**config.mk**
```make
export PLATFORM = sky130hd
export DESIGN_NAME = sssp_tile
export DESIGN_NICKNAME = d
export VERILOG_FILES = /design/src/hw/sssp_pkg.sv /design/src/hw/sssp_burst_counter.sv /design/src/hw/sssp_dist_store.sv /design/src/hw/sssp_ro.sv /design/src/hw/sssp_rw.sv /design/src/hw/sssp_task_fsm.sv /design/src/hw/sssp_tile.sv
export SDC_FILE = /design/constraint.sdc
export NUM_CORES = 1
export LEC_CHECK = 0
export BUFFER_PORTS_ARGS = -buffer_cell sky130_fd_sc_hd__buf_2
export CORE_MARGIN = 2
export CORE_UTILIZATION = 45
export CTS_CLUSTER_SIZE = 24
export DETAILED_ROUTE_END_ITERATION = 12
export GPL_TIMING_DRIVEN = 0
export PLACE_DENSITY = 0.72
export SLEW_MARGIN = 10
export SYNTH_ARGS = -nofsm -noshare
export SYNTH_HDL_FRONTEND = slang
export SYNTH_SLANG_ARGS = --single-unit
```
**constraint.sdc**
```tcl
create_clock -name clk -period 7.7 [get_ports clk]
set_input_delay 0.77 -clock clk [delete_from_list [all_inputs] [get_ports clk]]
set_output_delay 0.77 -clock clk [all_outputs]
set_load 0.1 [all_outputs]
```
**src/hw/sssp_pkg.sv**
```systemverilog
package sssp_pkg;

   // Widths that carry a meaning in the datapath
   typedef logic [31:0] node_t;       // Node index
   typedef logic [31:0] ts_t;         // Timestamp, which is also the tentative distance
   typedef logic [31:0] addr_t;       // Byte address into graph or distance memory
   typedef logic [63:0] graph_word_t; // Offset pair or neighbor/weight pair
   typedef logic [31:0] rw_data_t;    // Stored distance, same width as ts_t
   typedef logic [7:0]  burst_len_t;  // Beats of a read minus one

   // One unit of work moving through the tile
   typedef struct packed {
      ts_t         ts;
      node_t       object;
      logic [3:0]  ttype;
   } task_t;

   // Configuration writes have no ready and land on any cycle with wvalid
   typedef struct packed {
      logic        wvalid;
      logic [7:0]  waddr;
      logic [31:0] wdata;
   } reg_bus_t;

   typedef struct packed {
      addr_t       addr;
      burst_len_t  len;
   } ar_req_t;

   // One task walks these phases in order, with early exits back to idle
   typedef enum logic [2:0] {
      PH_IDLE,
      PH_RW,
      PH_OFFS_REQ,
      PH_OFFS_WAIT,
      PH_NBR_REQ,
      PH_NBR_STREAM
   } phase_e;

   localparam int NUM_NODES  = 16;
   localparam int NODE_IDX_W = $clog2(NUM_NODES); // Low node bits that index the store
   localparam ts_t DIST_INF  = '1;                // Unreached node

   localparam logic [7:0] REG_RW_BASE     = 8'd8;
   localparam logic [7:0] REG_OFFSET_BASE = 8'd12;
   localparam logic [7:0] REG_NBR_BASE    = 8'd16;

   localparam logic [3:0] CHILD_TTYPE = 4'd0;

endpackage

```
**src/hw/sssp_burst_counter.sv**
```systemverilog
module sssp_burst_counter (
   input  logic                  clk,
   input  logic                  rstn,

   input  logic                  load,     // Neighbor read request accepted
   input  sssp_pkg::burst_len_t  load_len, // Beats of that read minus one
   input  logic                  beat,     // One child handed off

   output logic                  last
);

   sssp_pkg::burst_len_t remaining; // Beats still owed after the current one

   always_ff @(posedge clk) begin
      if (!rstn) begin
         remaining <= '0;
      end else if (load) begin
         remaining <= load_len;
      end else if (beat && (remaining != '0)) begin
         remaining <= remaining - 8'd1; // Holds at zero once the burst is done
      end
   end

   // Zero left means the beat on the bus right now closes the burst
   assign last = (remaining == '0);

endmodule

```
**src/hw/sssp_dist_store.sv**
```systemverilog
module sssp_dist_store (
   input  logic                clk,
   input  logic                rstn,

   input  sssp_pkg::node_t     rd_node,
   output sssp_pkg::rw_data_t  rd_dist,

   input  logic                we,
   input  sssp_pkg::node_t     wr_node,
   input  sssp_pkg::ts_t       wr_dist
);

   sssp_pkg::rw_data_t dist_q [sssp_pkg::NUM_NODES];

   // Only the low node bits select an entry, so indices wrap
   logic [sssp_pkg::NODE_IDX_W-1:0] rd_idx;
   logic [sssp_pkg::NODE_IDX_W-1:0] wr_idx;

   assign rd_idx  = rd_node[sssp_pkg::NODE_IDX_W-1:0];
   assign wr_idx  = wr_node[sssp_pkg::NODE_IDX_W-1:0];
   assign rd_dist = dist_q[rd_idx]; // Combinational read, ready in the RW cycle

   always_ff @(posedge clk) begin
      if (!rstn) begin
         for (int i = 0; i < sssp_pkg::NUM_NODES; i++) dist_q[i] <= sssp_pkg::DIST_INF;
      end else if (we) begin
         dist_q[wr_idx] <= wr_dist;
      end
   end

endmodule

```
**src/hw/sssp_ro.sv**
```systemverilog
module sssp_ro (
   input  logic                   clk,
   input  logic                   rstn,

   input  sssp_pkg::reg_bus_t     reg_bus,
   input  sssp_pkg::phase_e       phase,
   input  sssp_pkg::task_t        cur_task,
   input  sssp_pkg::graph_word_t  r_data,

   output sssp_pkg::ar_req_t      ar,
   output logic                   range_empty, // Node has no outgoing edges
   output sssp_pkg::task_t        out_task
);

   sssp_pkg::addr_t       offs_base;
   sssp_pkg::addr_t       nbr_base;
   sssp_pkg::graph_word_t offs_word; // Start index low, end index high
   logic [31:0]           span;      // Edge count minus one

   always_ff @(posedge clk) begin
      if (!rstn) begin
         offs_base <= '0;
         nbr_base  <= '0;
      end else if (reg_bus.wvalid) begin
         case (reg_bus.waddr)
            sssp_pkg::REG_OFFSET_BASE: offs_base <= {reg_bus.wdata[29:0], 2'b00};
            sssp_pkg::REG_NBR_BASE:    nbr_base  <= {reg_bus.wdata[29:0], 2'b00};
            default: ;
         endcase
      end
   end

   // Sampled every waiting cycle, so the value left behind is the one from the beat
   always_ff @(posedge clk) begin
      if (phase == sssp_pkg::PH_OFFS_WAIT) offs_word <= r_data;
   end

   // An inverted range counts as empty too, it would only underflow the length
   assign range_empty = (phase == sssp_pkg::PH_OFFS_WAIT) && (r_data[63:32] <= r_data[31:0]);

   assign span = offs_word[63:32] - offs_word[31:0] - 32'd1;

   always_comb begin
      ar.addr = offs_base + {cur_task.object[28:0], 3'b000}; // Eight bytes per offset pair
      ar.len  = '0;
      if (phase == sssp_pkg::PH_NBR_REQ) begin
         ar.addr = nbr_base + {offs_word[28:0], 3'b000}; // Eight bytes per neighbor
         ar.len  = span[7:0];
      end
   end

   // Each neighbor beat turns into a child in the same cycle
   always_comb begin
      out_task.object = r_data[31:0];
      out_task.ts     = cur_task.ts + r_data[63:32]; // Parent distance plus edge weight
      out_task.ttype  = sssp_pkg::CHILD_TTYPE;
   end

endmodule

```
**src/hw/sssp_rw.sv**
```systemverilog
module sssp_rw (
   input  logic                clk,
   input  logic                rstn,

   input  sssp_pkg::reg_bus_t  reg_bus,
   input  sssp_pkg::phase_e    phase,
   input  sssp_pkg::task_t     cur_task,
   input  sssp_pkg::rw_data_t  cur_dist, // Stored distance of cur_task.object

   output logic                improve,
   output logic                wvalid,
   output sssp_pkg::addr_t     waddr,
   output sssp_pkg::ts_t       wdata
);

   sssp_pkg::addr_t rw_base; // Byte base of the distance array

   always_ff @(posedge clk) begin
      if (!rstn) begin
         rw_base <= '0;
      end else if (reg_bus.wvalid && (reg_bus.waddr == sssp_pkg::REG_RW_BASE)) begin
         rw_base <= {reg_bus.wdata[29:0], 2'b00}; // Register holds a word address
      end
   end

   // Strictly smaller timestamps win, equal ones are dropped
   always_comb begin
      improve = 1'b0;
      if ((phase == sssp_pkg::PH_RW) && (cur_dist > cur_task.ts)) improve = 1'b1;
   end

   assign wvalid = improve;                                     // The write is the improvement
   assign waddr  = rw_base + {cur_task.object[29:0], 2'b00};    // Four bytes per distance
   assign wdata  = cur_task.ts;

endmodule

```
**src/hw/sssp_task_fsm.sv**
```systemverilog
module sssp_task_fsm (
   input  logic               clk,
   input  logic               rstn,

   input  logic               task_in_valid,
   output logic               task_in_ready,
   input  sssp_pkg::task_t    in_task,
   output sssp_pkg::task_t    cur_task,

   input  logic               improve,     // Task beats the stored distance

   output logic               ar_valid,
   input  logic               ar_ready,
   input  logic               r_valid,
   output logic               r_ready,

   input  logic               range_empty, // Offset word shows no neighbors
   input  logic               out_ready,
   output logic               out_valid,
   input  logic               burst_last,  // Current neighbor beat is the final one

   output sssp_pkg::phase_e   phase
);

   sssp_pkg::phase_e phase_d;

   logic accept;
   logic stream_beat;

   assign accept      = task_in_valid && task_in_ready;
   assign stream_beat = (phase == sssp_pkg::PH_NBR_STREAM) && r_valid && out_ready;

   // Handshake outputs come straight from the phase
   assign task_in_ready = (phase == sssp_pkg::PH_IDLE);
   assign ar_valid      = (phase == sssp_pkg::PH_OFFS_REQ) || (phase == sssp_pkg::PH_NBR_REQ);
   assign out_valid     = (phase == sssp_pkg::PH_NBR_STREAM) && r_valid;

   // In the stream each response beat is forwarded as a child, so the child
   // consumer throttles the response side
   always_comb begin
      r_ready = 1'b0;
      if (phase == sssp_pkg::PH_OFFS_WAIT) r_ready = 1'b1;
      else if (phase == sssp_pkg::PH_NBR_STREAM) r_ready = out_ready;
   end

   always_comb begin
      phase_d = phase;
      case (phase)
         sssp_pkg::PH_IDLE:       if (accept) phase_d = sssp_pkg::PH_RW;
         // Only one cycle to decide, the store was read combinationally
         sssp_pkg::PH_RW:         phase_d = improve ? sssp_pkg::PH_OFFS_REQ : sssp_pkg::PH_IDLE;
         sssp_pkg::PH_OFFS_REQ:   if (ar_ready) phase_d = sssp_pkg::PH_OFFS_WAIT;
         sssp_pkg::PH_OFFS_WAIT: begin
            if (r_valid) begin
               phase_d = range_empty ? sssp_pkg::PH_IDLE : sssp_pkg::PH_NBR_REQ; // Leaf node ends here
            end
         end
         sssp_pkg::PH_NBR_REQ:    if (ar_ready) phase_d = sssp_pkg::PH_NBR_STREAM;
         sssp_pkg::PH_NBR_STREAM: if (stream_beat && burst_last) phase_d = sssp_pkg::PH_IDLE;
         default:                 phase_d = sssp_pkg::PH_IDLE;
      endcase
   end

   always_ff @(posedge clk) begin
      if (!rstn) begin
         phase <= sssp_pkg::PH_IDLE;
      end else begin
         phase <= phase_d;
      end
   end

   // Task payload is captured once and held until the tile is idle again
   always_ff @(posedge clk) begin
      if (accept) cur_task <= in_task;
   end

endmodule

```
**src/hw/sssp_tile.sv**
```systemverilog
module sssp_tile (
   input  logic                   clk,
   input  logic                   rstn,

   input  logic                   task_in_valid,
   output logic                   task_in_ready,
   input  sssp_pkg::task_t        in_task,

   input  sssp_pkg::reg_bus_t     reg_bus,

   // Distance write, visible for checking
   output logic                   wvalid,
   output sssp_pkg::addr_t        waddr,
   output sssp_pkg::ts_t          wdata,

   output logic                   ar_valid,
   input  logic                   ar_ready,
   output sssp_pkg::ar_req_t      ar,

   input  logic                   r_valid,
   output logic                   r_ready,
   input  sssp_pkg::graph_word_t  r_data,

   output logic                   out_valid,
   input  logic                   out_ready,
   output sssp_pkg::task_t        out_task
);

   sssp_pkg::task_t    cur_task;
   sssp_pkg::phase_e   phase;
   sssp_pkg::rw_data_t cur_dist;

   logic improve;
   logic range_empty;
   logic burst_last;
   logic nbr_load;   // Neighbor read request accepted
   logic child_beat; // Child handed to the consumer

   assign nbr_load   = ar_valid && ar_ready && (phase == sssp_pkg::PH_NBR_REQ);
   assign child_beat = out_valid && out_ready;

   sssp_task_fsm fsm_inst (
      .clk           (clk),
      .rstn          (rstn),
      .task_in_valid (task_in_valid),
      .task_in_ready (task_in_ready),
      .in_task       (in_task),
      .cur_task      (cur_task),
      .improve       (improve),
      .ar_valid      (ar_valid),
      .ar_ready      (ar_ready),
      .r_valid       (r_valid),
      .r_ready       (r_ready),
      .range_empty   (range_empty),
      .out_ready     (out_ready),
      .out_valid     (out_valid),
      .burst_last    (burst_last),
      .phase         (phase)
   );

   sssp_burst_counter burst_inst (
      .clk      (clk),
      .rstn     (rstn),
      .load     (nbr_load),
      .load_len (ar.len),
      .beat     (child_beat),
      .last     (burst_last)
   );

   sssp_dist_store dist_inst (
      .clk     (clk),
      .rstn    (rstn),
      .rd_node (cur_task.object),
      .rd_dist (cur_dist),
      .we      (wvalid),
      .wr_node (cur_task.object),
      .wr_dist (wdata)
   );

   sssp_rw rw_inst (
      .clk      (clk),
      .rstn     (rstn),
      .reg_bus  (reg_bus),
      .phase    (phase),
      .cur_task (cur_task),
      .cur_dist (cur_dist),
      .improve  (improve),
      .wvalid   (wvalid),
      .waddr    (waddr),
      .wdata    (wdata)
   );

   sssp_ro ro_inst (
      .clk         (clk),
      .rstn        (rstn),
      .reg_bus     (reg_bus),
      .phase       (phase),
      .cur_task    (cur_task),
      .r_data      (r_data),
      .ar          (ar),
      .range_empty (range_empty),
      .out_task    (out_task)
   );

endmodule

```
==> impl_metrics.py <==
metrics = {
    "placement": {
        "placement.io_buffers": 338,
        "preCtsSetupSlack_ns": 0.5464,
        "gp_congestion": 0.9260,
        "dp_hpwl_um": 82590,
        "place_area_um2": 40690,
    },
    "logic_synthesis": {
        "synth-xor-area-share": 0.02618,
        "synthMuxAreaShare": 0.09988,
        "synth_top_family_by_area": "simple AND/OR/NAND/NOR gates",
        "synth_edf_count": 611,
        "synth_flop_cell": "edfxtp_1",
        "synthSimpleGateAreaFrac": 0.1251,
        "ys_seq_area_frac": 0.5507,
        "syn-instance-count": 3147,
        "yosys_warnings": 0,
        "synth_compound_gate_area_share": 0.08782,
        "syn_area_per_cell_um2": 11.80,
        "synth_cell_types": 71,
        "synthArstFlopShare": 0,
        "syn-cell-area_um2": 37130,
        "ys_seq_elements": 716,
        "synth_fa_ha_area_frac": 0.06638,
    },
    "die": {
        "rows": 105,
        "die_area_um2": 84830,
        "start_util": 0.4537,
        "io_pins": 356,
        "die_w_um": 291.3,
        "die_h_um": 291.3,
        "core_um2": 81850,
    },
    "sta": {
        "rsz0062_at_grt": "false",
        "worst_pin_slew_ns": 1.204,
        "fin_worst_skew_ns": 0.03139,
        "period_needed_ns": 7.512,
        "hold_viol_final": 0,
        "setup-tns-final_ns": 0,
        "max_freq_mhz": 133.1,
        "period_share": 0.9756,
        "finalSetupViolCount": 0,
        "fin_ws_ns": 0.1878,
        "slew_viol_final": 0,
        "slew_headroom": 0.1897,
    },
    "outcome": {
        "status": "finished clean",
    },
    "worst_setup_path": {
        "cp.required_ns": 6.93,
        "crit_type": "register to primary output",
        "reg2reg_slack_ns": 0.78,
        "arrival_ns": 6.74,
        "cp-start-kind": "register",
        "worstSetupEndpointType": "primary output",
        "crit-reg2reg-capture": "dist_inst.dist_q[7][24]",
        "r2r_cells": 15,
        "cp_max_fo": 10,
    },
    "global_route": {
        "grt_pass1_wl_um": 160400,
        "grt_usage": 0.2525,
        "antenna_found_initial": 10,
        "grt_overflow": 0,
        "grt_max_degree": 51,
        "grt_pass1_vias": 26360,
    },
    "clock_network": {
        "cts_root_buffer": "clkbuf_16",
        "cts_hold_buf": 0,
        "clock_sinks": 716,
        "insertion_delay_ns": 0.64,
        "numCtsBuffers": 80,
        "htree_levels": 3,
        "cts_tree": "done",
        "cts.clk_slew.worst_paths_ns": 0.06,
        "cts_buffer_depth": 3,
    },
    "worst_hold_path": {
        "holdPathStages": 1,
        "worstHoldStart": "in_task[26]",
        "hp-class": "primary input to register",
        "holdPathEnd": "fsm_inst.cur_task[26]",
    },
    "layout": {
        "drive_above_1_share": 0.2134,
        "nets": 3965,
        "syn2layout_area_growth_pct": 16.39,
        "stdcell_area_um2": 43220,
    },
    "power_and_ir_drop": {
        "fin_total_pwr_w": 0.01015,
        "p_leak_nw": 14.14,
        "peakVddDrop_mv": 0.1783,
        "power_density_nw_per_um2": 235.0,
    },
    "drt": {
        "vias": 27000,
        "wl_met3_um": 12300,
        "met2_length_um": 49430,
        "drc_errors": 0,
        "drtPass1Iterations": 8,
        "drt-vias-per-instance": 5.705,
        "highest_layer": "met5",
        "wl_per_cell_um": 22.94,
        "initialDrtViolationCount": 2598,
        "wl_met1_um": 43100,
        "antenna_left": 0,
        "totalWireLength_um": 108600,
    },
    "flow_run": {
        "max_cap_viol_count": 0,
    },
}
==> where the power goes <==
group | switching, W | internal (W)
Sequential | 0.0000734 | 0.00426
Clock | 0.00160 | 0.00213
Combinational | 0.00160 | 0.000492
==> layout by cell type (no fill, tap or decap), types with 7 or more instances in the layout <==
cell type  Yosys  routed
a211oi_1      15      15
a21o_1        75      75
a21oi_1      213     213
a31oi_1       19      19
and3_1        15      15
and4_1         8       8
buf_1         13      11
buf_16         0      12
buf_2         26     364
buf_4         72      72
clkbuf_1     125     142
clkbuf_16      0      82
clkinv_1      31      44
clkinv_2       0      15
conb_1         1       8
dfxtp_1      105     105
diode_2        0       8
edfxtp_1     611     611
ha_1         189     189
inv_1         85      85
mux4_2       160     160
nand2_1      757     757
nand2b_1      54      38
nand2b_2       0      16
nand3_1       14      14
nand4_1       19      19
nor2_1       101     101
nor2b_1       28      28
nor3_1        22      22
nor4_1        15      13
nor4_2         8      10
o211ai_1       7       7
o21a_1        31      31
o21ai_0       84      84
o21bai_1      17      17
or2_2          8       8
xnor2_1       75      75
xor2_1        36      36
==> Yosys cell counts (all sizes together), types with 4 or more instances <==
master,n,share of area
xnor2,75,0.018
buf,111,0.019
a21oi,213,0.029
fa,5,0.0027
o21ai,85,0.011
a31o,5,0.0012
edfxtp,611,0.49
a31oi,19,0.0032
and4,8,0.0019
nand4,19,0.0032
o21a,31,0.0063
and3,15,0.0025
nor3,22,0.0030
o31ai,5,0.0010
o21bai,17,0.0034
xor2,36,0.0085
nor2b,28,0.0047
or4,4,0.00081
o22ai,4,0.00067
a21o,75,0.015
ha,189,0.064
or2,8,0.0013
a211oi,15,0.0030
clkinv,31,0.0031
mux2,4,0.0012
o211ai,7,0.0014
nand3,14,0.0019
nor2,101,0.010
mux4,160,0.097
inv,86,0.0087
o41ai,4,0.00094
dfxtp,105,0.057
and2,6,0.0010
nand2b,54,0.0091
clkbuf,125,0.013
a221oi,6,0.0014
nor4,23,0.0052
mux2i,6,0.0016
nand2,757,0.077
nand3b,4,0.00081
or3,4,0.00067
==> critical path, stage by stage, from the launching register on <==
cell and delay, ns:
dfxtp_1 0.36, clkbuf_1 0.55, clkbuf_1 0.71, mux4_2 0.64, mux4_2 0.49, ha_1 0.31, a21o_1 0.16, a21o_1 0.17
a21o_1 0.17, a21oi_1 0.18, o21ai_0 0.11, a221o_1 0.36, a311oi_2 0.90, buf_2 0.47, nor2b_1 0.17, buf_2 0.33
==> cell families after synthesis <==
kind of cell	Yosys count
AND/OR/NAND/NOR	1076
buffers and inverters	353
XOR/XNOR	111
multiplexers	170
AO/OA/AOI/OAI	526
other	1
adder cells (fa/ha/maj)	194
flip-flops	716
==> metal layers <==
metal	global-route usage	up-vias
li1	-	12300
met1	0.3409	13110
met2	0.3941	1393
met3	0.06773	204
met4	0.08834	4
met5	0	-
==> how the worst max path moves through the flow <==
| stage | cells past startpoint | endpoint | slack (ns) | startpoint |
|---|---|---|---|---|
| floorplan | 12 | wvalid | 1.69 | register |
| global placement | 14 | dist_inst.dist_q[1][25] | -0.13 | register |
| detailed placement | 15 | dist_inst.dist_q[1][25] | 0.55 | register |
| CTS | 15 | wvalid | 0.23 | register |
| global route | 15 | wvalid | 0.008 | register |
| finish | 15 | wvalid | 0.19 | register |
==> repair_timing <==
action	in CTS	in global routing
endpoints found under the hold margin	0	0
endpoints found under the setup margin	1	1
cloned	0	0
setup buffers	0	0
resized for setup	1	4
==> per-stage QoR <==
step	hold WS, ns	std cells	utilization
floorplan	0.4366	3154	-
global placement	0.4466	4562	0.4910
detailed placement	0.4520	4580	0.4971
CTS	0.2781	4725	0.5277
global route	0.2867	4729	0.5279
finish	0.2995	4733	0.5280
==> state kept, by name, indices dropped and copies added, names as in the netlist, named ones only <==
register / count
fsm_inst.phase: 3
ro_inst.nbr_base: 30
fsm_inst.cur_task: 62
ro_inst.offs_word: 37
ro_inst.offs_base: 30
dist_inst.dist_q: 512
rw_inst.rw_base: 30
burst_inst.remaining: 8
==> cell type report <==
cell class / instances / area [µm²]
antenna: 8 / 20.02
buffer: 236 / 1196
clock buffer: 101 / 2123
clock inverter: 44 / 375.4
fill: 6947 / 38630
inverter: 117 / 439.2
multi-input combinational: 2085 / 15130
sequential: 716 / 20450
tap: 1070 / 1339
timing repair buffer: 356 / 2142
(Power assumes the default switching activity.)
